<file path="src/common/game_pkg.sv">
// ~~~~~~~~~~~~~~~~~~~~~~~~~~~~~~~~~~~~~~~~~~~~~~~~~~~~~~~~~~~~~~~~~~~~
// Widths and debug page encodings shared by the game glue blocks
// Page and item values follow the debug_bus bit layout
// ~~~~~~~~~~~~~~~~~~~~~~~~~~~~~~~~~~~~~~~~~~~~~~~~~~~~~~~~~~~~~~~~~~~~
`default_nettype none

package game_pkg;

    // Data and status byte width
    localparam int BYTE_W = 8;

    // PROM download address from the loader
    localparam int PROG_AW = 16;

    // Decryption key table, 8 KB
    localparam int KEY_AW = 13;

    // Header offsets decoded from the loader address
    localparam int HDR_AW = 5;

    // Debug page, debug_bus[7:6]
    typedef enum logic [1:0] {
        PAGE_GAME  = 2'd0,
        PAGE_VIDEO = 2'd1,
        PAGE_MAIN  = 2'd2,
        PAGE_NONE  = 2'd3
    } st_page_e;

    // Item inside the game page, debug_bus[1:0]
    typedef enum logic [1:0] {
        ITEM_TILE_BANK = 2'd0,
        ITEM_GAME_ID   = 2'd1,
        ITEM_FLAGS     = 2'd2,
        ITEM_SOUND     = 2'd3
    } st_item_e;

endpackage

`default_nettype wire

</file>
<file path="src/header_regs.sv">
// ~~~~~~~~~~~~~~~~~~~~~~~~~~~~~~~~~~~~~~~~~~~~~~~~~~~~~~~~~~~~~~~~~~~~
// Captures per-game settings from the ROM header download
// Only the low HDR_AW address bits are decoded, so offsets alias
// ~~~~~~~~~~~~~~~~~~~~~~~~~~~~~~~~~~~~~~~~~~~~~~~~~~~~~~~~~~~~~~~~~~~~
`default_nettype none

module header_regs (
    input  logic                         clk,
    input  logic                         rst,
    input  logic                         header,
    input  logic                         ioctl_wr,
    input  logic [game_pkg::HDR_AW-1:0]  ioctl_addr,
    input  logic [game_pkg::BYTE_W-1:0]  ioctl_dout,
    output logic                         fd1094_en,
    output logic                         mcu_en,
    output logic [game_pkg::BYTE_W-1:0]  game_id
);
    import game_pkg::*;

    // Header byte offsets
    localparam logic [HDR_AW-1:0] OFS_DECODER = HDR_AW'('h11);
    localparam logic [HDR_AW-1:0] OFS_MCU     = HDR_AW'('h13);
    localparam logic [HDR_AW-1:0] OFS_GAME_ID = HDR_AW'('h18);

    logic hdr_wr;

    assign hdr_wr = header && ioctl_wr;

    always_ff @(posedge clk) begin
        if (rst) begin
            fd1094_en <= 1'b0;
            mcu_en    <= 1'b0;
            game_id   <= '0;
        end else if (hdr_wr) begin
            // Enables take bit 0 only
            if (ioctl_addr == OFS_DECODER) begin
                fd1094_en <= ioctl_dout[0];
            end
            if (ioctl_addr == OFS_MCU) begin
                mcu_en <= ioctl_dout[0];
            end
            if (ioctl_addr == OFS_GAME_ID) begin
                game_id <= ioctl_dout;
            end
        end
    end

endmodule

`default_nettype wire

</file>
<file path="config.mk">
export PLATFORM = sky130hd
export DESIGN_NAME = header_regs
export DESIGN_NICKNAME = d
export VERILOG_FILES = /design/src/common/game_pkg.sv /design/src/header_regs.sv
export SDC_FILE = /design/constraint.sdc
export NUM_CORES = 1
export LEC_CHECK = 0
export BUFFER_PORTS_ARGS = -buffer_cell sky130_fd_sc_hd__buf_2
export CORE_MARGIN = 3
export CORE_UTILIZATION = 37
export DETAILED_ROUTE_END_ITERATION = 10
export PLACE_DENSITY = 0.72
export SLEW_MARGIN = 5
export SYNTH_ARGS = -nofsm -noshare
export SYNTH_HDL_FRONTEND = slang
export SYNTH_SLANG_ARGS = --single-unit
</file>
<file path="constraint.sdc">
create_clock -name clk -period 0.9 [get_ports clk]
set_input_delay 0.045 -clock clk [delete_from_list [all_inputs] [get_ports clk]]
set_output_delay 0.045 -clock clk [all_outputs]
set_load 0.01 [all_outputs]
</file>
* After elaboration in Yosys (flattened, before gate mapping) *
Index checks and enable logic that the tools add are counted.

cells by class
  reductions and logical operators = 4
  equality and inequality tests = 3

operator list
  cell                  number
  $eq A5 B5 Y1 const B  3
  $reduce_and A2 Y1     3
  $logic_and A1 B1 Y1   1

storage, ports and cells
  output and inout port bits = 10
  bits of input ports = 17
  bits in registers = 10

* Depth between registers and ports, before layout *
  depth after elaboration = 2
  mapped depth = 4

* Worst setup path after synthesis *
Ideal clock, no wire load.

  kind = in2reg
  start = input ioctl_addr[2] (netlist bit)
  end = register game_id[0] (netlist bit)
  slack = 0.018 ns
  arrival time = 0.811 ns
  data required time = 0.828 ns
  library setup time = 0.072 ns
  stages on the path = 4
  path through = nand4b_4 -> nor4b_4 -> buf_6 -> mux2i_1

between the ends
  cells in the longest elaborated chain, start to end = 2

RTL lines
  item                                RTL line           source
  start, declared                     header_regs.sv:12  input logic [game_pkg::HDR_AW-1:0] ioctl_addr,
  $eq A5 B5 Y1                        header_regs.sv:42  if (ioctl_addr == OFS_GAME_ID) begin
  $reduce_and A2 Y1 (no source line)  n/a
  end signal, assigned                header_regs.sv:43  game_id <= ioctl_dout;
  end, declared                       header_regs.sv:16  output logic [game_pkg::BYTE_W-1:0] game_id

No other way between the ends.
A chain may end at the register's enable or synchronous reset.

* Worst setup path after layout *
Ends and elaborated chain as after synthesis.

==> flow_summary.ini <==
[clocking]
cts_buffer_depth = 2
clkSinkCount = 10
ctsHoldBuffers = 0
cts-root-buf = clkbuf_4
path_clk_slew_ns = 0.07
htreeDepth = 1
post_cts_buffers = 0
cts_tree = done
cts_resized = 0
insertion_delay_ns = 0.26
cts_buffers = 3

[critical_path]
crit_cells = 5
worstSetupStartpointType = primary input
worst_path_max_delay_cell = nor4b_4
crit_fanout = 4
cp_cell_sequence = buf_2, nand4b_4, nor4b_4, buf_4, mux2i_1
r2r.worst_path.cells = 2
path_class = in2reg
cp_slowest_stage_delay_ns = 0.29
critPathArrivalTime_ns = 0.98
critPathBufInv = 2
end_kind = flop
crit_family = simple AND/OR/NAND/NOR gates
required_ns = 1.09
crit_start = ioctl_addr[2]
rr_startpoint = game_id[5]

[sta]
finalSetupTns_ns = 0
rsz0062_at_grt = false
slew-limit-headroom = 0.7752
finalMaxSlewViolations = 0
period_minus_slack_ns = 0.7938
fmax_mhz = 1260
tightest_slew_ns = 0.3325
skew_ns = 0
layout_setup_ws_ns = 0.1062
period_share = 0.8820
final_hold_viol_count = 0
setup_violations = 0

[route]
vias = 391
drt_iter0_markers = 3
wl_per_cell_um = 10.24
viasPerCell = 4.443
drtAntennaViolNets = 0
wl_um = 901
drc = 0
first_pass_iters = 4

[grt]
grt_pass1_wl_um = 1407
grt-ovfl-total = 0
grt_use_total = 0.1028
antenna_found_initial = 0
grt_max_degree = 19
grt_pass1_vias = 323

[power_and_ir_drop]
power.density_nw_per_um2 = 1372
ir_drop_uv = 788.9
p_leak_nw = 0.3109

[floorplan]
die_w_um = 42.64
fp.coreArea_sq_um = 1186
initial_core_util = 0.4188
num_io_pins = 27
die_y_um = 42.64
dieArea_sq_um = 1818
rows = 12

[min_path]
min-delay-start = ioctl_dout[6]
hp-class = in2reg
holdPathStages = 3

[synthesis]
post_synth.cell_area_avg_sq_um = 11.29
synth.distinct_cells = 9
synthCells = 44
seq_area_frac_synth = 0.4030
synth_area_leaders = dfxtp_1 (40%), nand2b_1 (23%), mux2i_1 (20%), nand4b_4 (4.8%), nor4b_4 (4.8%)
yosys.area.top_type = dfxtp_1
yosys.area.top_type_share = 0.4030
syn_area_sq_um = 496.7
ys_warn_count = 0
ys_seq_elements = 10
synth_nets = 61

[final_layout]
nNetsFinal = 92
layout_common_cells = buf_2 (26), nand2b_1 (18), mux2i_1 (10), dfxtp_1 (10), clkbuf_4 (3)
final_common_cell = buf_2
antennaDiodeCount = 0
drive_above_1_share = 0.4730
area_delta_synth_final_pct = 37.03

[placed_design]
dp_hpwl_um = 701.4
gp_congestion = 0.7154
portBuffers = 26
place_ws_ns = -0.1837

[job]
max_cap_violations = 0

[outcome]
status = finished, final reports clean
[worst register-to-register path, stage by stage (launching register included)]
cell and delay (ns):
dfxtp_1 0.33, nand2b_1 0.05, mux2i_1 0.13
[Yosys cell counts]
cell type	instances
nor4b_1	1
mux2i_1	10
nand4b_4	1
nand2b_1	18
clkbuf_1	1
buf_6	1
nor4b_4	1
dfxtp_1	10
and4bb_2	1
[cell families after synthesis]
| family | after synthesis | synth area share |
|---|---|---|
| simple gates | 22 | 0.3652 |
| flops | 10 | 0.4030 |
| buf+inv | 2 | 0.03022 |
| mux | 10 | 0.2015 |
[flip-flops by register name, indices dropped and copies added, names as in the netlist]
| name | count |
|---|---|
| fd1094_en | 1 |
| game_id | 8 |
| mcu_en | 1 |
[cell type report]
cell class                      instances  area (sq um)
Fill cell                             103         505.5
Multi-Input combinational cell         32         281.5
Sequential cell                        10         200.2
Timing Repair Buffer                   28         145.1
Clock buffer                            4         36.28
Tap cell                               14         17.52
[report_power, final]
| part | total (mW) | internal [mW] | switching (mW) |
|---|---|---|---|
| clock network | 0.402 | 0.246 | 0.156 |
| registers | 0.445 | 0.444 | 0.000821 |
| logic | 0.0869 | 0.0512 | 0.0357 |
| total | 0.934 | 0.741 | 0.193 |
[path summary, 6_finish.rpt]
kind | endpoint | slack, ns
worst max-delay path | game_id[0] | 0.11
worst min-delay path | game_id[6] | 0.03
worst max register to register | game_id[5] | 0.32
worst min register to register | mcu_en | 0.47
[metal layers]
metal / global-route usage / up-vias / routed length [um]
met5: 0 / - / 0
met4: 0.09317 / 0 / 12
li1: - / 208 / -
met3: 0.03004 / 2 / 92
met1: 0.1436 / 165 / 420
met2: 0.1198 / 16 / 376
[metrics by stage]
stage | cells | instance area (sq um) | utilization | power [mW] | hold slack [ns]
after floorplan | 44 | 496.7 | - | 0.4927 | 0.1997
after global placement | 84 | 644.4 | 0.5432 | 0.5408 | 0.3126
after detailed placement | 84 | 644.4 | 0.5432 | 0.5433 | 0.3183
after CTS | 88 | 680.7 | 0.5738 | 0.9466 | 0.02613
after global routing | 88 | 680.7 | 0.5738 | 0.9705 | 0.03399
final | 88 | 680.7 | 0.5738 | 0.9335 | 0.03292
Power figures use the tool's default switching activity.
