==> src/common/game_pkg.sv <==
// ~~~~~~~~~~~~~~~~~~~~~~~~~~~~~~~~~~~~~~~~~~~~~~~~~~~~~~~~~~~~~~~~~~~~
// Widths and debug page encodings shared by the game glue blocks
// Page and item values follow the debug_bus bit layout
// ~~~~~~~~~~~~~~~~~~~~~~~~~~~~~~~~~~~~~~~~~~~~~~~~~~~~~~~~~~~~~~~~~~~~
`default_nettype none

package game_pkg;

    // Data and status byte width
    localparam int BYTE_W = 8;

    // PROM download address from the loader
    localparam int PROG_AW = 16;

    // Decryption key table, 8 KB
    localparam int KEY_AW = 13;

    // Header offsets decoded from the loader address
    localparam int HDR_AW = 5;

    // Debug page, debug_bus[7:6]
    typedef enum logic [1:0] {
        PAGE_GAME  = 2'd0,
        PAGE_VIDEO = 2'd1,
        PAGE_MAIN  = 2'd2,
        PAGE_NONE  = 2'd3
    } st_page_e;

    // Item inside the game page, debug_bus[1:0]
    typedef enum logic [1:0] {
        ITEM_TILE_BANK = 2'd0,
        ITEM_GAME_ID   = 2'd1,
        ITEM_FLAGS     = 2'd2,
        ITEM_SOUND     = 2'd3
    } st_item_e;

endpackage

`default_nettype wire

==> src/status_mux.sv <==
// ~~~~~~~~~~~~~~~~~~~~~~~~~~~~~~~~~~~~~~~~~~~~~~~~~~~~~~~~~~~~~~~~~~~~
// Debug status byte selected by debug_bus, one cycle late
// gfx_cs is combinational from blanking and the render line
// ~~~~~~~~~~~~~~~~~~~~~~~~~~~~~~~~~~~~~~~~~~~~~~~~~~~~~~~~~~~~~~~~~~~~
`default_nettype none

module status_mux (
    input  logic                        clk,
    input  logic                        rst,
    input  logic [game_pkg::BYTE_W-1:0] debug_bus,
    input  logic [game_pkg::BYTE_W-1:0] st_video,
    input  logic [game_pkg::BYTE_W-1:0] st_main,
    input  logic [game_pkg::BYTE_W-1:0] tile_bank,
    input  logic [game_pkg::BYTE_W-1:0] sndmap_dout,
    input  logic [game_pkg::BYTE_W-1:0] game_id,
    input  logic                        vid16_en,
    input  logic                        vdp_en,
    input  logic                        fd1094_en,
    input  logic                        mcu_en,
    input  logic                        lvbl,
    input  logic [8:0]                  vrender,
    output logic [game_pkg::BYTE_W-1:0] st_dout,
    output logic                        gfx_cs
);
    import game_pkg::*;

    st_page_e          page;
    st_item_e          item;
    logic [BYTE_W-1:0] flags;
    logic [BYTE_W-1:0] st_sel;

    assign page = st_page_e'(debug_bus[BYTE_W-1:BYTE_W-2]);
    assign item = st_item_e'(debug_bus[1:0]);

    assign flags = {vid16_en, vdp_en, 4'd0, mcu_en, fd1094_en};

    always_comb begin
        st_sel = '0;
        case (page)
            PAGE_GAME: begin
                case (item)
                    ITEM_TILE_BANK: st_sel = tile_bank;
                    ITEM_GAME_ID:   st_sel = game_id;
                    ITEM_FLAGS:     st_sel = flags;
                    ITEM_SOUND:     st_sel = sndmap_dout;
                    default:        st_sel = '0;
                endcase
            end
            PAGE_VIDEO: st_sel = st_video;
            PAGE_MAIN:  st_sel = st_main;
            default:    st_sel = '0;
        endcase
    end

    always_ff @(posedge clk) begin
        if (rst) begin
            st_dout <= '0;
        end else begin
            st_dout <= st_sel;
        end
    end

    // Fetch during vertical blank, on line 0 and past line 255
    assign gfx_cs = lvbl || (vrender == 9'd0) || vrender[8];

endmodule

`default_nettype wire

==> config.mk <==
export PLATFORM = sky130hd
export DESIGN_NAME = status_mux
export DESIGN_NICKNAME = d
export VERILOG_FILES = /design/src/common/game_pkg.sv /design/src/status_mux.sv
export SDC_FILE = /design/constraint.sdc
export NUM_CORES = 1
export LEC_CHECK = 0
export BUFFER_PORTS_ARGS = -buffer_cell sky130_fd_sc_hd__buf_4
export CAP_MARGIN = 25
export CELL_PAD_IN_SITES_DETAIL_PLACEMENT = 0
export CELL_PAD_IN_SITES_GLOBAL_PLACEMENT = 1
export CORE_ASPECT_RATIO = 0.6
export CORE_MARGIN = 2
export CORE_UTILIZATION = 20
export DETAILED_ROUTE_END_ITERATION = 10
export PLACE_DENSITY = 0.82
export SKIP_CTS_REPAIR_TIMING = 1
export SYNTH_ARGS = -nofsm -noshare
export SYNTH_HDL_FRONTEND = slang
export SYNTH_SLANG_ARGS = --single-unit
==> constraint.sdc <==
create_clock -name clk -period 1.3 [get_ports clk]
set_clock_uncertainty 0.1 [all_clocks]
set_input_delay 0 -clock clk [delete_from_list [all_inputs] [get_ports clk]]
set_output_delay 0 -clock clk [all_outputs]
set_load 0.02 [all_outputs]
---- Yosys cells after proc, flatten, opt, wreduce, memory -nomap -nowiden ----
Index checks and enable logic that the tools add are counted.
W data, S select, Z words.
word-level totals
  output and inout bits ................... 9
  register bits after elaboration ......... 8
  input bits .............................. 64
  logic and storage cells ................. 13
operators by class
  equal/unequal tests ..................... 5
  mux-type cells .......................... 2
  reduce and logical (&&, ||, !) cells .... 5
operators by type and width
  kind                  number
  $pmux W8 S4           1
  $pmux W8 S3           1
  $logic_not A9 Y1      1
  $eq A2 B2 Y1 const B  3
  $eq A2 B1 Y1 const B  2
  $logic_not A2 Y1      2
  $logic_or A1 B1 Y1    2

---- Longest topological paths before layout ----
Gate-level depths: netlist of the first run.
  word-level depth ........................ 3
  gate-level depth with buffers ........... 5
  mapped depth without buffers ............ 3

---- Worst setup path before layout of the first run ----
OpenSTA, ideal clock, no wires.
  path kind ............................... in2reg
  start point ............................. input port debug_bus[1] in the netlist's numbering
  end point ............................... register st_dout[2] in the netlist's numbering
  buffers on the path ..................... 1
  required time ........................... 1.059 ns
  cell stages on the path ................. 4
  library setup time ...................... 0.141 ns
  slack ................................... 0.318 ns
  arrival time ............................ 0.741 ns
  cell sequence ........................... buf_6 > mux2_4 > a221oi_2 > a2111oi_2
on the way
  cells in the longest elaborated chain, start to end .. 3
  elaborated cells between the ends (all ways) .. 6
  classes of those cells .................. 3 x eq/ne; 2 x mux; 1 x reduce/logical
RTL lines
  element                                     RTL line          RTL
  start, declared                             status_mux.sv:10  input logic [game_pkg::BYTE_W-1:0] debug_bus,
  $eq A2 B2 Y1, or another cell as far along  status_mux.sv:41  case (item)
  $pmux W8 S4 (*)                             status_mux.sv:41
  $pmux W8 S3 (*)                             status_mux.sv:39  case (page)
  end signal, assigned                        status_mux.sv:59  st_dout <= st_sel;
  end, declared                               status_mux.sv:22  output logic [game_pkg::BYTE_W-1:0] st_dout,
Mark *: on every way between the ends. The rest lies on a longest branch, timed or not.
A chain may end at the register's enable or synchronous reset.

---- Worst setup path after layout of the first run ----
  start point ............................. input port rst
  end point ............................... register st_dout[5] in the netlist's numbering
RTL lines
  element          RTL line         RTL
  start, declared  status_mux.sv:9  input logic rst,
No word-level cell between the ends.

==> qor.yml, run 1 <==
placed_design:
  dp_hpwl_um: 2140
  io_buffers: 68
  dp_slack_ns: 0.114
  gp_congestion: 0.762
pwr:
  p_per_area_mw_per_mm2: 718
  p_leak_nw: 0.579
  ir_drop_uv: 294
yosys:
  mappedNetlistNets: 133
  syn_inst: 69
  synth_top_family_by_area: "compound AO/OA/AOI/OAI gates"
  yosys_warnings: 0
  synthAdderAreaFrac_pct: 0
  synthesis.area_um2: 623
  synth_xor_xnor_area_share_pct: 0
  synthSimpleGateAreaFrac_pct: 13.1
  syn_area_per_cell_um2: 9.03
  ys_seq_elements: 8
  muxShareOfSynthArea_pct: 20.7
  synth_compound_area_share_pct: 33.7
  synth_cell_types: 22
  seq_area_frac_synth_pct: 25.7
detailed_routing:
  finalWirelength_um: 2450
  post_drt_wl_per_cell_um: 13.6
  via_count: 835
  drc_errors: 0
  vias_per_cell: 4.64
  drt_iter0_drc: 72
  dr.pass1.iters: 4
  postRouteAntennaNets: 0
finish:
  n_fill_cell: 318
  final_common_cell: "buf_4"
  layout.nets: 204
  top_regs: "st_dout: 8 flops"
  largest_register_ffs: 8
  syn_to_final_growth_pct: 95.4
  final_cell_mix: "buf_4, mux2i_1, a21oi_1, dfxtp_1, nand2b_1"
  multi_input_area_um2: 420
  diodes: 0
  final_util_pct: 41.6
  register_area_um2: 160
  regMostFlops: "st_dout"
  drive_above_1_share_pct: 56.5
grt:
  first_global_vias: 769
  grt_use_total_pct: 13.3
  grt_first_pass_wirelength_um: 3520
  overflow: 0
  grt_antenna_before_repair: 0
  grt_max_degree: 19
worst_setup_path:
  cpPeakStageDelay_ns: 0.54
  path_delay_family: "buffers and inverters"
  crit_chain: "dlygate4sd3_1, buf_4, a2111oi_1"
  cp-start-kind: "input port"
  crit_path_top_delay_cell: "dlygate4sd3_1"
  criticalPathCategory: "input port to flop"
  worstPathArrival_ns: 1.10
  crit_required_ns: 1.29
  critPathMaxFanout: 8
  cp_num_buf_inv: 2
  end_kind: "flop"
sta:
  final-hold-violation-count: 0
  fmax_mhz: 905
  hold_ws_ns: 0.00198
  fin_crit_ns: 1.10
  worst_pin_slew_ns: 0.355
  setup_viol: 0
  setup-tns-final_ns: 0
  rsz0062_at_grt: "no"
  setup_ws_ns: 0.195
  maxSlewHeadroom_pct: 76.3
  report.final.slew_viol_count: 0
  period_share_pct: 85.0
clocking:
  cts_buffers: 3
  cts_tree: "built"
  clk_pin_slew_worst_paths_ns: 0.04
  max-clock-path-buffers: 2
  cts_sinks: 8
  cts_max_level: 1
  root_buffer: "clkbuf_8"
floorplan:
  die_w_um: 76.1
  dieArea_mm2: 0.00359
  fp.dieH_um: 47.2
  num_io_pins: 73
  num_rows: 15
  core_area_mm2: 0.00293
  initial_utilization_pct: 21.3
worst_hold_path:
  min_path_type: "input port to flop"
run:
  maxCapViolations: 0
run_status:
  status: "complete, no violations"
-- cell type report --
type	instances	area share [%]
Timing Repair Buffer	71	44.0
Multi-Input combinational cell	54	34.5
Sequential cell	8	13.2
Tap cell	42	4.32
Clock buffer	3	3.39
Inverter	2	0.617
-- kinds of logic after synthesis --
| logic type | after synthesis |
|---|---|
| DFF | 8 |
| buffers and inverters | 7 |
| muxes | 12 |
| and+or+nand+nor | 13 |
| AOI/OAI and AO/OA | 29 |
-- through the flow --
stage          power [mW]  instances  cell area [µm²]
2_1_floorplan       0.407         69              623
3_3_place_gp        0.589        176             1170
3_5_place_dp        0.600        176             1170
4_1_cts             0.885        179             1210
5_1_grt             0.918        180             1220
6_report            0.874        180             1220
-- path summary, 6_finish.rpt --
| path | end | startpoint | slack [ns] | cells after the start |
|---|---|---|---|---|
| max | st_dout[5]$_SDFF_PP0_ | rst | 0.20 | 3 |
| min | st_dout[2]$_SDFF_PP0_ | debug_bus[6] | 0.002 | 2 |
-- power by group --
part / leakage (nW) / internal, mW / total [mW] / switching, mW
clock: 0.0216 / 0.199 / 0.278 / 0.0788
sequential: 0.0663 / 0.265 / 0.269 / 0.00417
combinational: 0.491 / 0.195 / 0.328 / 0.133
-- cells in the mapped netlist --
library cell / instances / area [µm²]
mux2_1: 3 / 33.8
o21a_1: 4 / 30.0
a2111oi_1: 3 / 30.0
buf_6: 2 / 22.5
a211o_1: 1 / 8.76
buf_2: 1 / 5.00
a221oi_2: 1 / 15.0
o22ai_1: 4 / 25.0
nor3_1: 4 / 20.0
a2111oi_2: 1 / 15.0
nor2_4: 1 / 11.3
nand2b_1: 5 / 31.3
dfxtp_1: 8 / 160
nor4_1: 2 / 12.5
mux2i_1: 8 / 80.1
inv_1: 2 / 7.51
o21ai_0: 4 / 20.0
a21oi_1: 8 / 40.0
or2_2: 1 / 6.26
clkbuf_1: 2 / 7.51
mux2_4: 1 / 15.0
a221oi_1: 3 / 26.3
-- per-layer routing --
metal | GRT usage [%] | up-vias | part of all wire, %
met5 | 0 | - | 0
met4 | 4.36 | 0 | 0
met3 | 2.69 | 0 | 8.3
met2 | 27.0 | 45 | 53
met1 | 14.8 | 380 | 39
li1 | - | 410 | -
(Power assumes the default switching activity.)
==> run 2, diff against run 1 <==
--- a/config.mk
+++ b/config.mk
@@ -11,9 +11,9 @@
 export CELL_PAD_IN_SITES_GLOBAL_PLACEMENT = 1
 export CORE_ASPECT_RATIO = 0.6
 export CORE_MARGIN = 2
-export CORE_UTILIZATION = 20
+export CORE_UTILIZATION = 18
 export DETAILED_ROUTE_END_ITERATION = 10
-export PLACE_DENSITY = 0.82
+export PLACE_DENSITY = 0.78
 export SKIP_CTS_REPAIR_TIMING = 1
 export SYNTH_ARGS = -nofsm -noshare
 export SYNTH_HDL_FRONTEND = slang
==> constraint.sdc (replaced) <==
create_clock -name clk -period 1 [get_ports clk]
set_clock_uncertainty 0.1 [all_clocks]
set_input_delay 0 -clock clk [delete_from_list [all_inputs] [get_ports clk]]
set_output_delay 0 -clock clk [all_outputs]
set_load 0.02 [all_outputs]
==> qor.yml, run 2 (same netlist as run 1, synthesis figures left out) <==
detailed_routing:
  postRouteAntennaNets: 0
  vias_per_cell: 4.49
  dr.pass1.iters: 4
  via_count: 836
  post_drt_wl_per_cell_um: 13.2
  finalWirelength_um: 2460
  drc_errors: 0
  drt_iter0_drc: 9
run_status:
  status: "finished with violations"
  violations: "hold timing"
floorplan:
  num_rows: 16
  initial_utilization_pct: 19.0
  fp.dieH_um: 49.6
  dieArea_mm2: 0.00396
  die_w_um: 80.0
  num_io_pins: 73
  core_area_mm2: 0.00328
grt:
  grt_antenna_before_repair: 0
  grt_use_total_pct: 12.9
  first_global_vias: 845
  grt_max_degree: 14
  overflow: 0
  grt_first_pass_wirelength_um: 3930
sta:
  hold_ws_ns: -0.0719
  final-hold-violation-count: 4
  fmax_mhz: 1150
  report.final.slew_viol_count: 0
  maxSlewHeadroom_pct: 77.9
  rsz0062_at_grt: "no"
  fin_crit_ns: 0.872
  setup_viol: 0
  worst_pin_slew_ns: 0.331
  period_share_pct: 87.2
clocking:
  max-clock-path-buffers: 2
  clk_pin_slew_worst_paths_ns: 0.04
  cts_sinks: 8
  cts_max_level: 1
  cts_tree: "built"
  root_buffer: "clkbuf_8"
  cts_buffers: 3
worst_setup_path:
  worstPathArrival_ns: 0.87
  cp-startpoint: "debug_bus[1]"
  cpPeakStageDelay_ns: 0.33
  path_delay_family: "compound AO/OA/AOI/OAI gates"
  crit_required_ns: 1.00
  crit_chain: "buf_4, mux2_1, a221oi_1, a2111oi_1"
  cp-start-kind: "input port"
  criticalPathCategory: "input port to flop"
  crit_path_top_delay_cell: "a221oi_1"
  critPathMaxFanout: 6
  end_kind: "flop"
  cp_num_buf_inv: 1
placed_design:
  gp_congestion: 0.774
  dp_hpwl_um: 2180
  io_buffers: 68
pwr:
  p_per_area_mw_per_mm2: 949
  p_leak_nw: 0.594
  ir_drop_uv: 287
finish:
  final_util_pct: 37.8
  drive_above_1_share_pct: 58.2
  syn_to_final_growth_pct: 99.2
  layout.nets: 207
  diodes: 0
  regMostFlops: "st_dout"
  top_regs: "st_dout: 8 flops"
  largest_register_ffs: 8
  final_common_cell: "buf_4"
  final_cell_mix: "buf_4, mux2i_1, a21oi_1, dfxtp_1, nand2b_1"
worst_hold_path:
  min_path_type: "input port to flop"
  min_from: "rst"
run:
  maxCapViolations: 0
run 2: path summary, 6_finish.rpt:
check                     to  cells after the start
min    st_dout[2]$_SDFF_PP0_                      2
max    st_dout[3]$_SDFF_PP0_                      4
run 2: report_power, final:
group          total [mW]  internal [mW]  leakage (nW)  switching, mW
sequential          0.349          0.343        0.0663        0.00611
combinational       0.435          0.261         0.507          0.174
clock               0.393          0.261        0.0216          0.132
run 2: final cells by class:
type                    count  area [µm²]
clock buffers               3        41.3
fillers                   353        2040
inverters                   2        7.51
multi-input cells          54         420
flip-flops and latches      8         160
well taps                  45        56.3
repair buffers             74         556
run 2: metrics by stage:
| step | TNS [ns] | cells | instance area [µm²] | power [mW] | setup WS, ns |
|---|---|---|---|---|---|
| floorplan | 0 | 69 | 623 | 0.529 | 0.0179 |
| global placement | -0.210 | 183 | 1200 | 0.783 | -0.0679 |
| detailed placement | -0.478 | 183 | 1200 | 0.793 | -0.110 |
| CTS | 0 | 186 | 1240 | 1.20 | 0.133 |
| global route | 0 | 186 | 1240 | 1.25 | 0.0770 |
| finish | 0 | 186 | 1240 | 1.18 | 0.128 |
run 2: layer usage:
| layer | track usage [%] | vias to the layer above | share of wire, % |
|---|---|---|---|
| li1 | - | 416 | - |
| met3 | 4.40 | 0 | 8.0 |
| met5 | 0 | - | 0 |
| met2 | 18.9 | 42 | 44 |
| met4 | 1.69 | 0 | 0 |
| met1 | 18.8 | 378 | 48 |
